### config.mk
export PLATFORM = sky130hd
export DESIGN_NAME = mini_rv_core
export DESIGN_NICKNAME = d
export VERILOG_FILES = /design/src/verilog/riscv_isa_pkg.sv /design/src/verilog/core_pipe_pkg.sv /design/src/verilog/decode_exec_if.sv /design/src/verilog/instr_decode.sv /design/src/verilog/alu_execute.sv /design/src/verilog/retire_stage.sv /design/src/verilog/mini_rv_core.sv
export SDC_FILE = /design/constraint.sdc
export NUM_CORES = 2
export LEC_CHECK = 0
export BUFFER_PORTS_ARGS = -buffer_cell sky130_fd_sc_hd__buf_4
export CAP_MARGIN = 20
export CORE_MARGIN = 1
export CORE_UTILIZATION = 55
export DETAILED_ROUTE_END_ITERATION = 8
export PLACE_DENSITY = 0.81
export SLEW_MARGIN = 10
export SYNTH_ARGS = -nofsm -noshare
export SYNTH_HDL_FRONTEND = slang
export SYNTH_SLANG_ARGS = --single-unit
### constraint.sdc
create_clock -name clk -period 16.6 [get_ports clk]
set_input_delay 1.66 -clock clk [delete_from_list [all_inputs] [get_ports clk]]
set_output_delay 1.66 -clock clk [all_outputs]
set_load 0.02 [all_outputs]
### src/verilog/riscv_isa_pkg.sv
package riscv_isa_pkg;

    // Major opcodes
    localparam logic [6:0] OPC_OP     = 7'b0110011;
    localparam logic [6:0] OPC_OP_IMM = 7'b0010011;
    localparam logic [6:0] OPC_LUI    = 7'b0110111;

    // funct3 codes shared by OP and OP-IMM
    localparam logic [2:0] F3_ADD_SUB = 3'b000;
    localparam logic [2:0] F3_SLL     = 3'b001;
    localparam logic [2:0] F3_SLT     = 3'b010;
    localparam logic [2:0] F3_SLTU    = 3'b011;
    localparam logic [2:0] F3_XOR     = 3'b100;
    localparam logic [2:0] F3_SRL_SRA = 3'b101;
    localparam logic [2:0] F3_OR      = 3'b110;
    localparam logic [2:0] F3_AND     = 3'b111;

    // funct7, also the upper immediate bits of the shift-immediate forms
    localparam logic [6:0] F7_BASE = 7'b0000000;
    localparam logic [6:0] F7_ALT  = 7'b0100000;

    typedef struct packed {
        logic [6:0] funct7;
        logic [4:0] rs2;
        logic [4:0] rs1;
        logic [2:0] funct3;
        logic [4:0] rd;
        logic [6:0] opcode;
    } r_fmt_t;

    typedef struct packed {
        logic [11:0] imm;
        logic [4:0]  rs1;
        logic [2:0]  funct3;
        logic [4:0]  rd;
        logic [6:0]  opcode;
    } i_fmt_t;

    typedef struct packed {
        logic [19:0] imm;
        logic [4:0]  rd;
        logic [6:0]  opcode;
    } u_fmt_t;

    // Same 32-bit word, three field layouts
    typedef union packed {
        r_fmt_t r;
        i_fmt_t i;
        u_fmt_t u;
    } instr_word_u;

endpackage

### src/verilog/core_pipe_pkg.sv
package core_pipe_pkg;

    // Datapath width
    localparam int XLEN = 32;

    // Register index width, wide enough for 32 registers
    localparam int REG_ADDR_W = 5;

    ////////////////////////////////////////
    // ALU operations
    ////////////////////////////////////////

    typedef enum logic [3:0] {
        ALU_ADD,
        ALU_SUB,
        ALU_SLL,
        ALU_SLT,
        ALU_SLTU,
        ALU_XOR,
        ALU_SRL,
        ALU_SRA,
        ALU_OR,
        ALU_AND,
        // Second operand straight through, for LUI
        ALU_PASS_B
    } alu_op_e;

endpackage

### src/verilog/decode_exec_if.sv
`timescale 1ns/1ps

interface decode_exec_if;
    import core_pipe_pkg::*;

    // One decoded operation per strobe
    logic                  valid;
    alu_op_e               alu_op;
    logic [REG_ADDR_W-1:0] rs1;
    logic [REG_ADDR_W-1:0] rs2;
    logic [XLEN-1:0]       imm;
    logic                  use_imm;
    logic [REG_ADDR_W-1:0] rd;
    logic                  rd_write;

    modport decode (
        output valid, alu_op, rs1, rs2, imm, use_imm, rd, rd_write
    );

    modport execute (
        input valid, alu_op, rs1, rs2, imm, use_imm, rd, rd_write
    );

endinterface

### src/verilog/instr_decode.sv
`timescale 1ns/1ps

module instr_decode #(
    parameter int REG_COUNT = 32
) (
    input  logic                 clk,
    input  logic                 arst_n,
    input  logic                 instr_valid,
    input  logic [31:0]          instr,
    output logic                 illegal_instr,
    decode_exec_if.decode        dx
);
    import riscv_isa_pkg::*;
    import core_pipe_pkg::*;

    instr_word_u           iw;
    alu_op_e               alu_op_c;
    logic [XLEN-1:0]       imm_c;
    logic                  use_imm_c;
    logic [REG_ADDR_W-1:0] rs1_c;
    logic [REG_ADDR_W-1:0] rs2_c;
    logic [REG_ADDR_W-1:0] rd_c;
    logic                  known_c;
    logic                  legal_c;

    // Operation picked by funct3 alone, when funct7 is all zero
    function automatic alu_op_e base_op(input logic [2:0] f3);
        case (f3)
            F3_ADD_SUB: return ALU_ADD;
            F3_SLL:     return ALU_SLL;
            F3_SLT:     return ALU_SLT;
            F3_SLTU:    return ALU_SLTU;
            F3_XOR:     return ALU_XOR;
            F3_SRL_SRA: return ALU_SRL;
            F3_OR:      return ALU_OR;
            default:    return ALU_AND;
        endcase
    endfunction

    function automatic logic reg_ok(input logic [REG_ADDR_W-1:0] idx);
        return int'(idx) < REG_COUNT;
    endfunction

    assign iw = instr;

    ////////////////////////////////////////
    // Field decode
    ////////////////////////////////////////

    always_comb
    begin
        alu_op_c  = ALU_ADD;
        imm_c     = '0;
        use_imm_c = 1'b0;
        rs1_c     = '0;
        rs2_c     = '0;
        rd_c      = iw.r.rd;
        known_c   = 1'b0;
        case (iw.r.opcode)
            OPC_OP:
            begin
                rs1_c = iw.r.rs1;
                rs2_c = iw.r.rs2;
                if (iw.r.funct7 == F7_BASE)
                begin
                    alu_op_c = base_op(iw.r.funct3);
                    known_c  = 1'b1;
                end
                else if (iw.r.funct7 == F7_ALT && iw.r.funct3 == F3_ADD_SUB)
                begin
                    alu_op_c = ALU_SUB;
                    known_c  = 1'b1;
                end
                else if (iw.r.funct7 == F7_ALT && iw.r.funct3 == F3_SRL_SRA)
                begin
                    alu_op_c = ALU_SRA;
                    known_c  = 1'b1;
                end
            end
            OPC_OP_IMM:
            begin
                rs1_c     = iw.i.rs1;
                imm_c     = {{(XLEN-12){iw.i.imm[11]}}, iw.i.imm};
                use_imm_c = 1'b1;
                alu_op_c  = base_op(iw.i.funct3);
                // Shift forms keep a funct7 in the upper immediate bits
                if (iw.i.funct3 == F3_SLL)
                    known_c = (iw.i.imm[11:5] == F7_BASE);
                else if (iw.i.funct3 == F3_SRL_SRA)
                begin
                    known_c = (iw.i.imm[11:5] == F7_BASE) || (iw.i.imm[11:5] == F7_ALT);
                    if (iw.i.imm[11:5] == F7_ALT)
                        alu_op_c = ALU_SRA;
                end
                else
                    known_c = 1'b1;
            end
            OPC_LUI:
            begin
                imm_c     = {iw.u.imm, 12'h000};
                use_imm_c = 1'b1;
                alu_op_c  = ALU_PASS_B;
                known_c   = 1'b1;
            end
            default:
            begin
                known_c = 1'b0;
            end
        endcase
    end

    // Unused source indices are zero, so checking all three is safe
    assign legal_c = known_c && reg_ok(rd_c) && reg_ok(rs1_c) && reg_ok(rs2_c);

    ////////////////////////////////////////
    // Stage registers
    ////////////////////////////////////////

    always_ff @(posedge clk or negedge arst_n)
    begin
        if (!arst_n)
        begin
            dx.valid      <= 1'b0;
            illegal_instr <= 1'b0;
        end
        else
        begin
            dx.valid      <= instr_valid && legal_c;
            illegal_instr <= instr_valid && !legal_c;
        end
    end

    always_ff @(posedge clk)
    begin
        if (instr_valid && legal_c)
        begin
            dx.alu_op   <= alu_op_c;
            dx.rs1      <= rs1_c;
            dx.rs2      <= rs2_c;
            dx.imm      <= imm_c;
            dx.use_imm  <= use_imm_c;
            dx.rd       <= rd_c;
            dx.rd_write <= (rd_c != '0); // x0 writes die here
        end
    end

endmodule

### src/verilog/alu_execute.sv
`timescale 1ns/1ps

module alu_execute (
    input  logic                                clk,
    input  logic                                arst_n,
    decode_exec_if.execute                      dx,
    output logic [core_pipe_pkg::REG_ADDR_W-1:0] rs1_addr,
    output logic [core_pipe_pkg::REG_ADDR_W-1:0] rs2_addr,
    input  logic [core_pipe_pkg::XLEN-1:0]       rs1_data,
    input  logic [core_pipe_pkg::XLEN-1:0]       rs2_data,
    output logic                                res_valid,
    output logic [core_pipe_pkg::REG_ADDR_W-1:0] res_rd,
    output logic [core_pipe_pkg::XLEN-1:0]       res_data
);
    import core_pipe_pkg::*;

    logic [XLEN-1:0] op_a;
    logic [XLEN-1:0] rs2_fwd;
    logic [XLEN-1:0] op_b;
    logic [4:0]      shamt;
    logic [XLEN-1:0] alu_c;

    assign rs1_addr = dx.rs1;
    assign rs2_addr = dx.rs2;

    ////////////////////////////////////////
    // Operand select
    ////////////////////////////////////////

    // Previous op is still in the result register, older ones are in the file
    assign op_a    = (res_valid && res_rd == dx.rs1) ? res_data : rs1_data;
    assign rs2_fwd = (res_valid && res_rd == dx.rs2) ? res_data : rs2_data;
    assign op_b    = dx.use_imm ? dx.imm : rs2_fwd;
    assign shamt   = op_b[4:0];

    always_comb
    begin
        case (dx.alu_op)
            ALU_ADD:    alu_c = op_a + op_b;
            ALU_SUB:    alu_c = op_a - op_b;
            ALU_SLL:    alu_c = op_a << shamt;
            ALU_SLT:    alu_c = {{(XLEN-1){1'b0}}, $signed(op_a) < $signed(op_b)};
            ALU_SLTU:   alu_c = {{(XLEN-1){1'b0}}, op_a < op_b};
            ALU_XOR:    alu_c = op_a ^ op_b;
            ALU_SRL:    alu_c = op_a >> shamt;
            ALU_SRA:    alu_c = $unsigned($signed(op_a) >>> shamt);
            ALU_OR:     alu_c = op_a | op_b;
            ALU_AND:    alu_c = op_a & op_b;
            ALU_PASS_B: alu_c = op_b;
            default:    alu_c = '0;
        endcase
    end

    ////////////////////////////////////////
    // Result register
    ////////////////////////////////////////

    always_ff @(posedge clk or negedge arst_n)
    begin
        if (!arst_n)
            res_valid <= 1'b0;
        else
            res_valid <= dx.valid && dx.rd_write;
    end

    always_ff @(posedge clk)
    begin
        if (dx.valid && dx.rd_write)
        begin
            res_rd   <= dx.rd;
            res_data <= alu_c;
        end
    end

endmodule

### src/verilog/retire_stage.sv
`timescale 1ns/1ps

module retire_stage #(
    parameter int REG_COUNT = 32
) (
    input  logic                                clk,
    input  logic                                arst_n,
    input  logic                                res_valid,
    input  logic [core_pipe_pkg::REG_ADDR_W-1:0] res_rd,
    input  logic [core_pipe_pkg::XLEN-1:0]       res_data,
    input  logic [core_pipe_pkg::REG_ADDR_W-1:0] rs1_addr,
    input  logic [core_pipe_pkg::REG_ADDR_W-1:0] rs2_addr,
    output logic [core_pipe_pkg::XLEN-1:0]       rs1_data,
    output logic [core_pipe_pkg::XLEN-1:0]       rs2_data,
    output logic                                wb_valid,
    output logic [core_pipe_pkg::REG_ADDR_W-1:0] wb_rd,
    output logic [core_pipe_pkg::XLEN-1:0]       wb_data
);
    import core_pipe_pkg::*;

    // Bits actually needed to index REG_COUNT entries
    localparam int IDX_W = $clog2(REG_COUNT);

    logic [XLEN-1:0] regs [REG_COUNT];
    logic [IDX_W-1:0] wr_idx;
    logic [IDX_W-1:0] rd1_idx;
    logic [IDX_W-1:0] rd2_idx;

    // Decode has already rejected indices beyond the file
    assign wr_idx  = res_rd[IDX_W-1:0];
    assign rd1_idx = rs1_addr[IDX_W-1:0];
    assign rd2_idx = rs2_addr[IDX_W-1:0];

    ////////////////////////////////////////
    // Register file
    ////////////////////////////////////////

    // Entry 0 is never written, so it stays zero after reset
    always_ff @(posedge clk or negedge arst_n)
    begin
        if (!arst_n)
        begin
            for (int i = 0; i < REG_COUNT; i++)
            begin
                regs[i] <= '0;
            end
        end
        else if (res_valid)
        begin
            regs[wr_idx] <= res_data;
        end
    end

    // Combinational read ports for execute
    assign rs1_data = regs[rd1_idx];
    assign rs2_data = regs[rd2_idx];

    ////////////////////////////////////////
    // Write-back event
    ////////////////////////////////////////

    always_ff @(posedge clk or negedge arst_n)
    begin
        if (!arst_n)
            wb_valid <= 1'b0;
        else
            wb_valid <= res_valid;
    end

    // Same edge as the file write
    always_ff @(posedge clk)
    begin
        if (res_valid)
        begin
            wb_rd   <= res_rd;
            wb_data <= res_data;
        end
    end

endmodule

### src/verilog/mini_rv_core.sv
`timescale 1ns/1ps

module mini_rv_core #(
    parameter int REG_COUNT = 32
) (
    input  logic                                clk,
    input  logic                                arst_n,
    input  logic                                instr_valid,
    input  logic [31:0]                         instr,
    output logic                                wb_valid,
    output logic [core_pipe_pkg::REG_ADDR_W-1:0] wb_rd,
    output logic [core_pipe_pkg::XLEN-1:0]       wb_data,
    output logic                                illegal_instr
);
    import core_pipe_pkg::*;

    // Execute to retire
    logic                  res_valid;
    logic [REG_ADDR_W-1:0] res_rd;
    logic [XLEN-1:0]       res_data;
    logic [REG_ADDR_W-1:0] rs1_addr;
    logic [REG_ADDR_W-1:0] rs2_addr;
    logic [XLEN-1:0]       rs1_data;
    logic [XLEN-1:0]       rs2_data;

    decode_exec_if dx_if ();

    instr_decode #(
        .REG_COUNT (REG_COUNT)
    ) instr_decode_inst (
        .clk           (clk),
        .arst_n        (arst_n),
        .instr_valid   (instr_valid),
        .instr         (instr),
        .illegal_instr (illegal_instr),
        .dx            (dx_if.decode)
    );

    alu_execute alu_execute_inst (
        .clk       (clk),
        .arst_n    (arst_n),
        .dx        (dx_if.execute),
        .rs1_addr  (rs1_addr),
        .rs2_addr  (rs2_addr),
        .rs1_data  (rs1_data),
        .rs2_data  (rs2_data),
        .res_valid (res_valid),
        .res_rd    (res_rd),
        .res_data  (res_data)
    );

    retire_stage #(
        .REG_COUNT (REG_COUNT)
    ) retire_stage_inst (
        .clk       (clk),
        .arst_n    (arst_n),
        .res_valid (res_valid),
        .res_rd    (res_rd),
        .res_data  (res_data),
        .rs1_addr  (rs1_addr),
        .rs2_addr  (rs2_addr),
        .rs1_data  (rs1_data),
        .rs2_data  (rs2_data),
        .wb_valid  (wb_valid),
        .wb_rd     (wb_rd),
        .wb_data   (wb_data)
    );

endmodule

==> impl_results.rst <==
.. list-table::
   :header-rows: 1

   * - Metric
     - Value
   * - Quantity of gates resized following cts
     - 0
   * - Wire length of the first global-routing pass
     - 359,000 µm
   * - Category of the worst setup path launch point
     - register
   * - Cell at the root of the clock tree
     - sky130_fd_sc_hd__clkbuf_16
   * - Cts bufs inserted
     - 121
   * - Number of core rows
     - 129
   * - TritonCTS clock tree
     - built
   * - Syn. warnings
     - 0
   * - Clk pin slew, worst setup/hold paths
     - 60 ps
   * - Global-route usage over all layers
     - 0.388
   * - Register-to-register path setup slack
     - 7740 ps
   * - Number of routed nets with antenna violations
     - 0
   * - Clock skew after layout
     - 34.8 ps
   * - Tightest slew margin relative to the limit
     - 0.133
   * - Area Growth Syn to Fin
     - 9.11%
   * - Violations in the final reports
     - design-rule violations
   * - Final setup TNS
     - 0 ps
   * - TritonRoute pass-1 iters
     - 8
   * - Highest clock frequency the design can meet
     - 113 MHz
   * - Fill cells
     - 9,413
   * - Global route total overflow
     - 0
   * - Unique cell type count in the Yosys netlist
     - 90
   * - Worst ir drop on vdd
     - 0.0982 mV
   * - Number of violations reported at the end of detailed-routing iteration 0
     - 7,644
   * - Post-layout power
     - 5890 µW
   * - Most frequent cells in the layout
     - sky130_fd_sc_hd__mux2_2 (1,043), sky130_fd_sc_hd__dfrtp_1 (1,027), sky130_fd_sc_hd__mux2i_1 (485)
   * - Last weighted congestion value of the routability-driven placer
     - 1.03
   * - Number of antenna violations at the first check in global routing
     - 6
   * - Number of design rule violations left after detail routing
     - 18
   * - DIE HEIGHT
     - 356 µm
   * - Summed instance area of the synthesized netlist
     - 68,800 µm²
   * - Share of synthesized area occupied by flip-flops and latches
     - 0.429
   * - IO Port Bufs
     - 73
   * - Share of flip-flops with an asynchronous set or reset after synthesis
     - 0.890
   * - Share of the clock period used by the worst path after layout
     - 0.534
   * - Wire length per cell after detailed routing
     - 34.6 µm
   * - Total die area
     - 127,000 µm²
   * - Post-DP HPWL
     - 153,000 µm
   * - Via count normalized by instance count
     - 7.34
   * - Category of the most critical setup path
     - register to register
   * - Vias in the first global route
     - 51,600
   * - I/O pins
     - 74
   * - Total clock sinks
     - 1,155
   * - Synthesized net count
     - 5,686
   * - Data arrival, critical path
     - 9360 ps
   * - Max_cap viols
     - 0
   * - Register cell area after layout
     - 29,500 µm²
   * - Pwr dens
     - 78.4 nW/µm²
   * - Count of H-tree levels built during CTS
     - 3
   * - Min-delay worst type
     - register to register
   * - Post-synthesis instance total
     - 5,544
   * - Top-area cell type share of the netlist area
     - 0.374
   * - Share of post-route cells with drive strength above 1
     - 0.351
   * - Kind of end point of the critical path
     - register
   * - Initial Util
     - 0.555
   * - Number of failing hold endpoints at the final stage
     - 0
   * - Most common cell after layout, fill and taps aside
     - sky130_fd_sc_hd__mux2_2
   * - Synthesized area per cell
     - 12.4 µm²
   * - Width of the die
     - 356 µm
   * - Largest fanout on the critical path
     - 61
   * - Maximum number of pins on one net before global-route repair
     - 184
   * - Number of synthesized flops with an enable pin
     - 127
   * - Multi-input gate area
     - 36,900 µm²
   * - Post-detailed-routing wire length
     - 247,000 µm
   * - Buffer depth of the longest clock path
     - 3
   * - Clock latency on the worst-skew pair
     - 780 ps
   * - Flops & latches, synth
     - 1,155
   * - Synth area leader
     - sky130_fd_sc_hd__dfrtp_1
   * - Post-route minimum period
     - 8860 ps
   * - Final Max Tran Viols
     - 0
   * - Post-layout nets
     - 5,537
   * - Synth area leaders
     - sky130_fd_sc_hd__dfrtp_1 (37%), sky130_fd_sc_hd__mux2_2 (17%), sky130_fd_sc_hd__mux4_2 (12%), sky130_fd_sc_hd__mux2i_1 (7.1%), sky130_fd_sc_hd__edfxtp_1 (5.5%)
   * - Total setup buffers inserted after CTS
     - 0
   * - Result of the run
     - finished with violations
   * - Leakage component of the power
     - 0.0365 µW
   * - Most frequently used flop master after synthesis
     - sky130_fd_sc_hd__dfrtp_1
   * - RSZ-0062 raised after global routing
     - false
   * - Hold bufs inserted after CTS
     - 0
   * - Total core area
     - 124,000 µm²
   * - Number of vias after detailed routing
     - 52,400
   * - Final setup vio count
     - 0
   * - Worst endpoint required time
     - 17,090 ps
   * - Tightest Pin Transition
     - 1290 ps
==> cells by family (layout without fill, tap and decap cells) <==
family                     after synthesis  count (layout)  synth area share
other                                    0               2                 0
and+or+nand+nor                        785             785            0.0533
adders and majority gates              107             107            0.0197
buffers and inverters                  625             582            0.0385
AOI/OAI and AO/OA                      960             960            0.0973
muxes                                 1889            1889             0.359
xor gates and xnor gates                23              23           0.00293
DFF                                   1155            1155             0.429
==> synthesized netlist by cell type (all sizes together) (118+ instances only) <==
| cell | count |
|---|---|
| mux2 | 1043 |
| a21oi | 161 |
| a22oi | 222 |
| nand2 | 199 |
| clkbuf | 309 |
| o21ai | 147 |
| nor2 | 236 |
| nor3 | 118 |
| mux2i | 486 |
| dfrtp | 1028 |
| mux4 | 360 |
| buf | 208 |
| edfxtp | 127 |
==> registers in the layout (all words and copies together) (netlist names) <==
signal / count
alu_execute_inst.res_data: 32
alu_execute_inst.res_rd: 5
alu_execute_inst.res_valid: 1
instr_decode_inst.dx.alu_op: 4
instr_decode_inst.dx.imm: 32
instr_decode_inst.dx.rd: 5
instr_decode_inst.dx.rd_write: 1
instr_decode_inst.dx.rs1: 5
instr_decode_inst.dx.rs2: 5
instr_decode_inst.dx.use_imm: 1
instr_decode_inst.dx.valid: 1
instr_decode_inst.illegal_instr: 1
retire_stage_inst.regs: 1024
retire_stage_inst.wb_data: 32
retire_stage_inst.wb_rd: 5
retire_stage_inst.wb_valid: 1
==> path summary, 6_finish.rpt <==
check / start / end / depth (start not counted)
worst max-delay path: instr_decode_inst.dx.rs2[0]$_SDFFCE_PN0P_ / alu_execute_inst.res_data[30]$_SDFFCE_PN0P_ / 20
worst min-delay path: instr_decode_inst.dx.rd[0]$_DFFE_PP_ / alu_execute_inst.res_rd[0]$_DFFE_PP_ / 0
worst max register to register: instr_decode_inst.dx.rs2[0]$_SDFFCE_PN0P_ / alu_execute_inst.res_data[30]$_SDFFCE_PN0P_ / 20
worst min register to register: instr_decode_inst.dx.rd[0]$_DFFE_PP_ / alu_execute_inst.res_rd[0]$_DFFE_PP_ / 0
max in group asynchronous: arst_n / retire_stage_inst.regs[230]$_DFFE_PN0P_ / 4
min in group asynchronous: arst_n / retire_stage_inst.regs[911]$_DFFE_PN0P_ / 1
==> critical path, stage by stage, from the launching register on <==
cell                        delay (ps)
sky130_fd_sc_hd__edfxtp_1         1010
sky130_fd_sc_hd__buf_4             700
sky130_fd_sc_hd__mux4_2            610
sky130_fd_sc_hd__mux4_2            490
sky130_fd_sc_hd__o211ai_1          120
sky130_fd_sc_hd__and4_2            250
sky130_fd_sc_hd__buf_4             560
sky130_fd_sc_hd__inv_2              40
sky130_fd_sc_hd__buf_4             360
sky130_fd_sc_hd__ha_1              360
sky130_fd_sc_hd__fa_1              420
sky130_fd_sc_hd__nor2b_1           160
sky130_fd_sc_hd__o21ai_0           370
sky130_fd_sc_hd__a311oi_1          240
sky130_fd_sc_hd__o311ai_1         1090
sky130_fd_sc_hd__a311oi_1          320
sky130_fd_sc_hd__o21a_1            300
sky130_fd_sc_hd__o41ai_1           670
sky130_fd_sc_hd__nor4_1            110
sky130_fd_sc_hd__o21ai_0           190
sky130_fd_sc_hd__nand4bb_1         110
==> cell type report <==
class / instances / area share
multi-input combinational: 3764 / 0.491
sequential: 1155 / 0.393
clock buffer: 178 / 0.0476
tap: 1637 / 0.0273
timing repair buffer: 245 / 0.0265
clock inverter: 51 / 0.00868
inverter: 108 / 0.00540
antenna: 2 / 0.0000666
==> metrics by stage <==
stage                     cells   util  hold slack (ps)  worst slack (ps)  cell area [µm²]
after CTS                  7131  0.605              420              8120            75000
after floorplan            5544      -              400             10160            68800
after global placement     6894  0.570              402              8180            70700
after detailed placement   6902  0.571              407              8110            70800
after global routing       7138  0.606              435              7550            75100
final                      7140  0.606              419              7740            75100
==> routing by layer <==
metal  track usage  vias up  part of all wire
met3         0.108      834              0.12
li1              -    20900                 -
met5             0        -           0.00021
met2         0.553     3653              0.43
met1         0.534    27000              0.39
met4         0.221        8             0.067
==> where the power goes <==
| group | internal [µW] | switching (µW) | total, µW |
|---|---|---|---|
| Combinational | 41.0 | 124 | 165 |
| Sequential | 2860 | 1.65 | 2860 |
| Clock | 1640 | 1230 | 2870 |
| Total | 4540 | 1350 | 5890 |
Power figures use the tool's default switching activity.
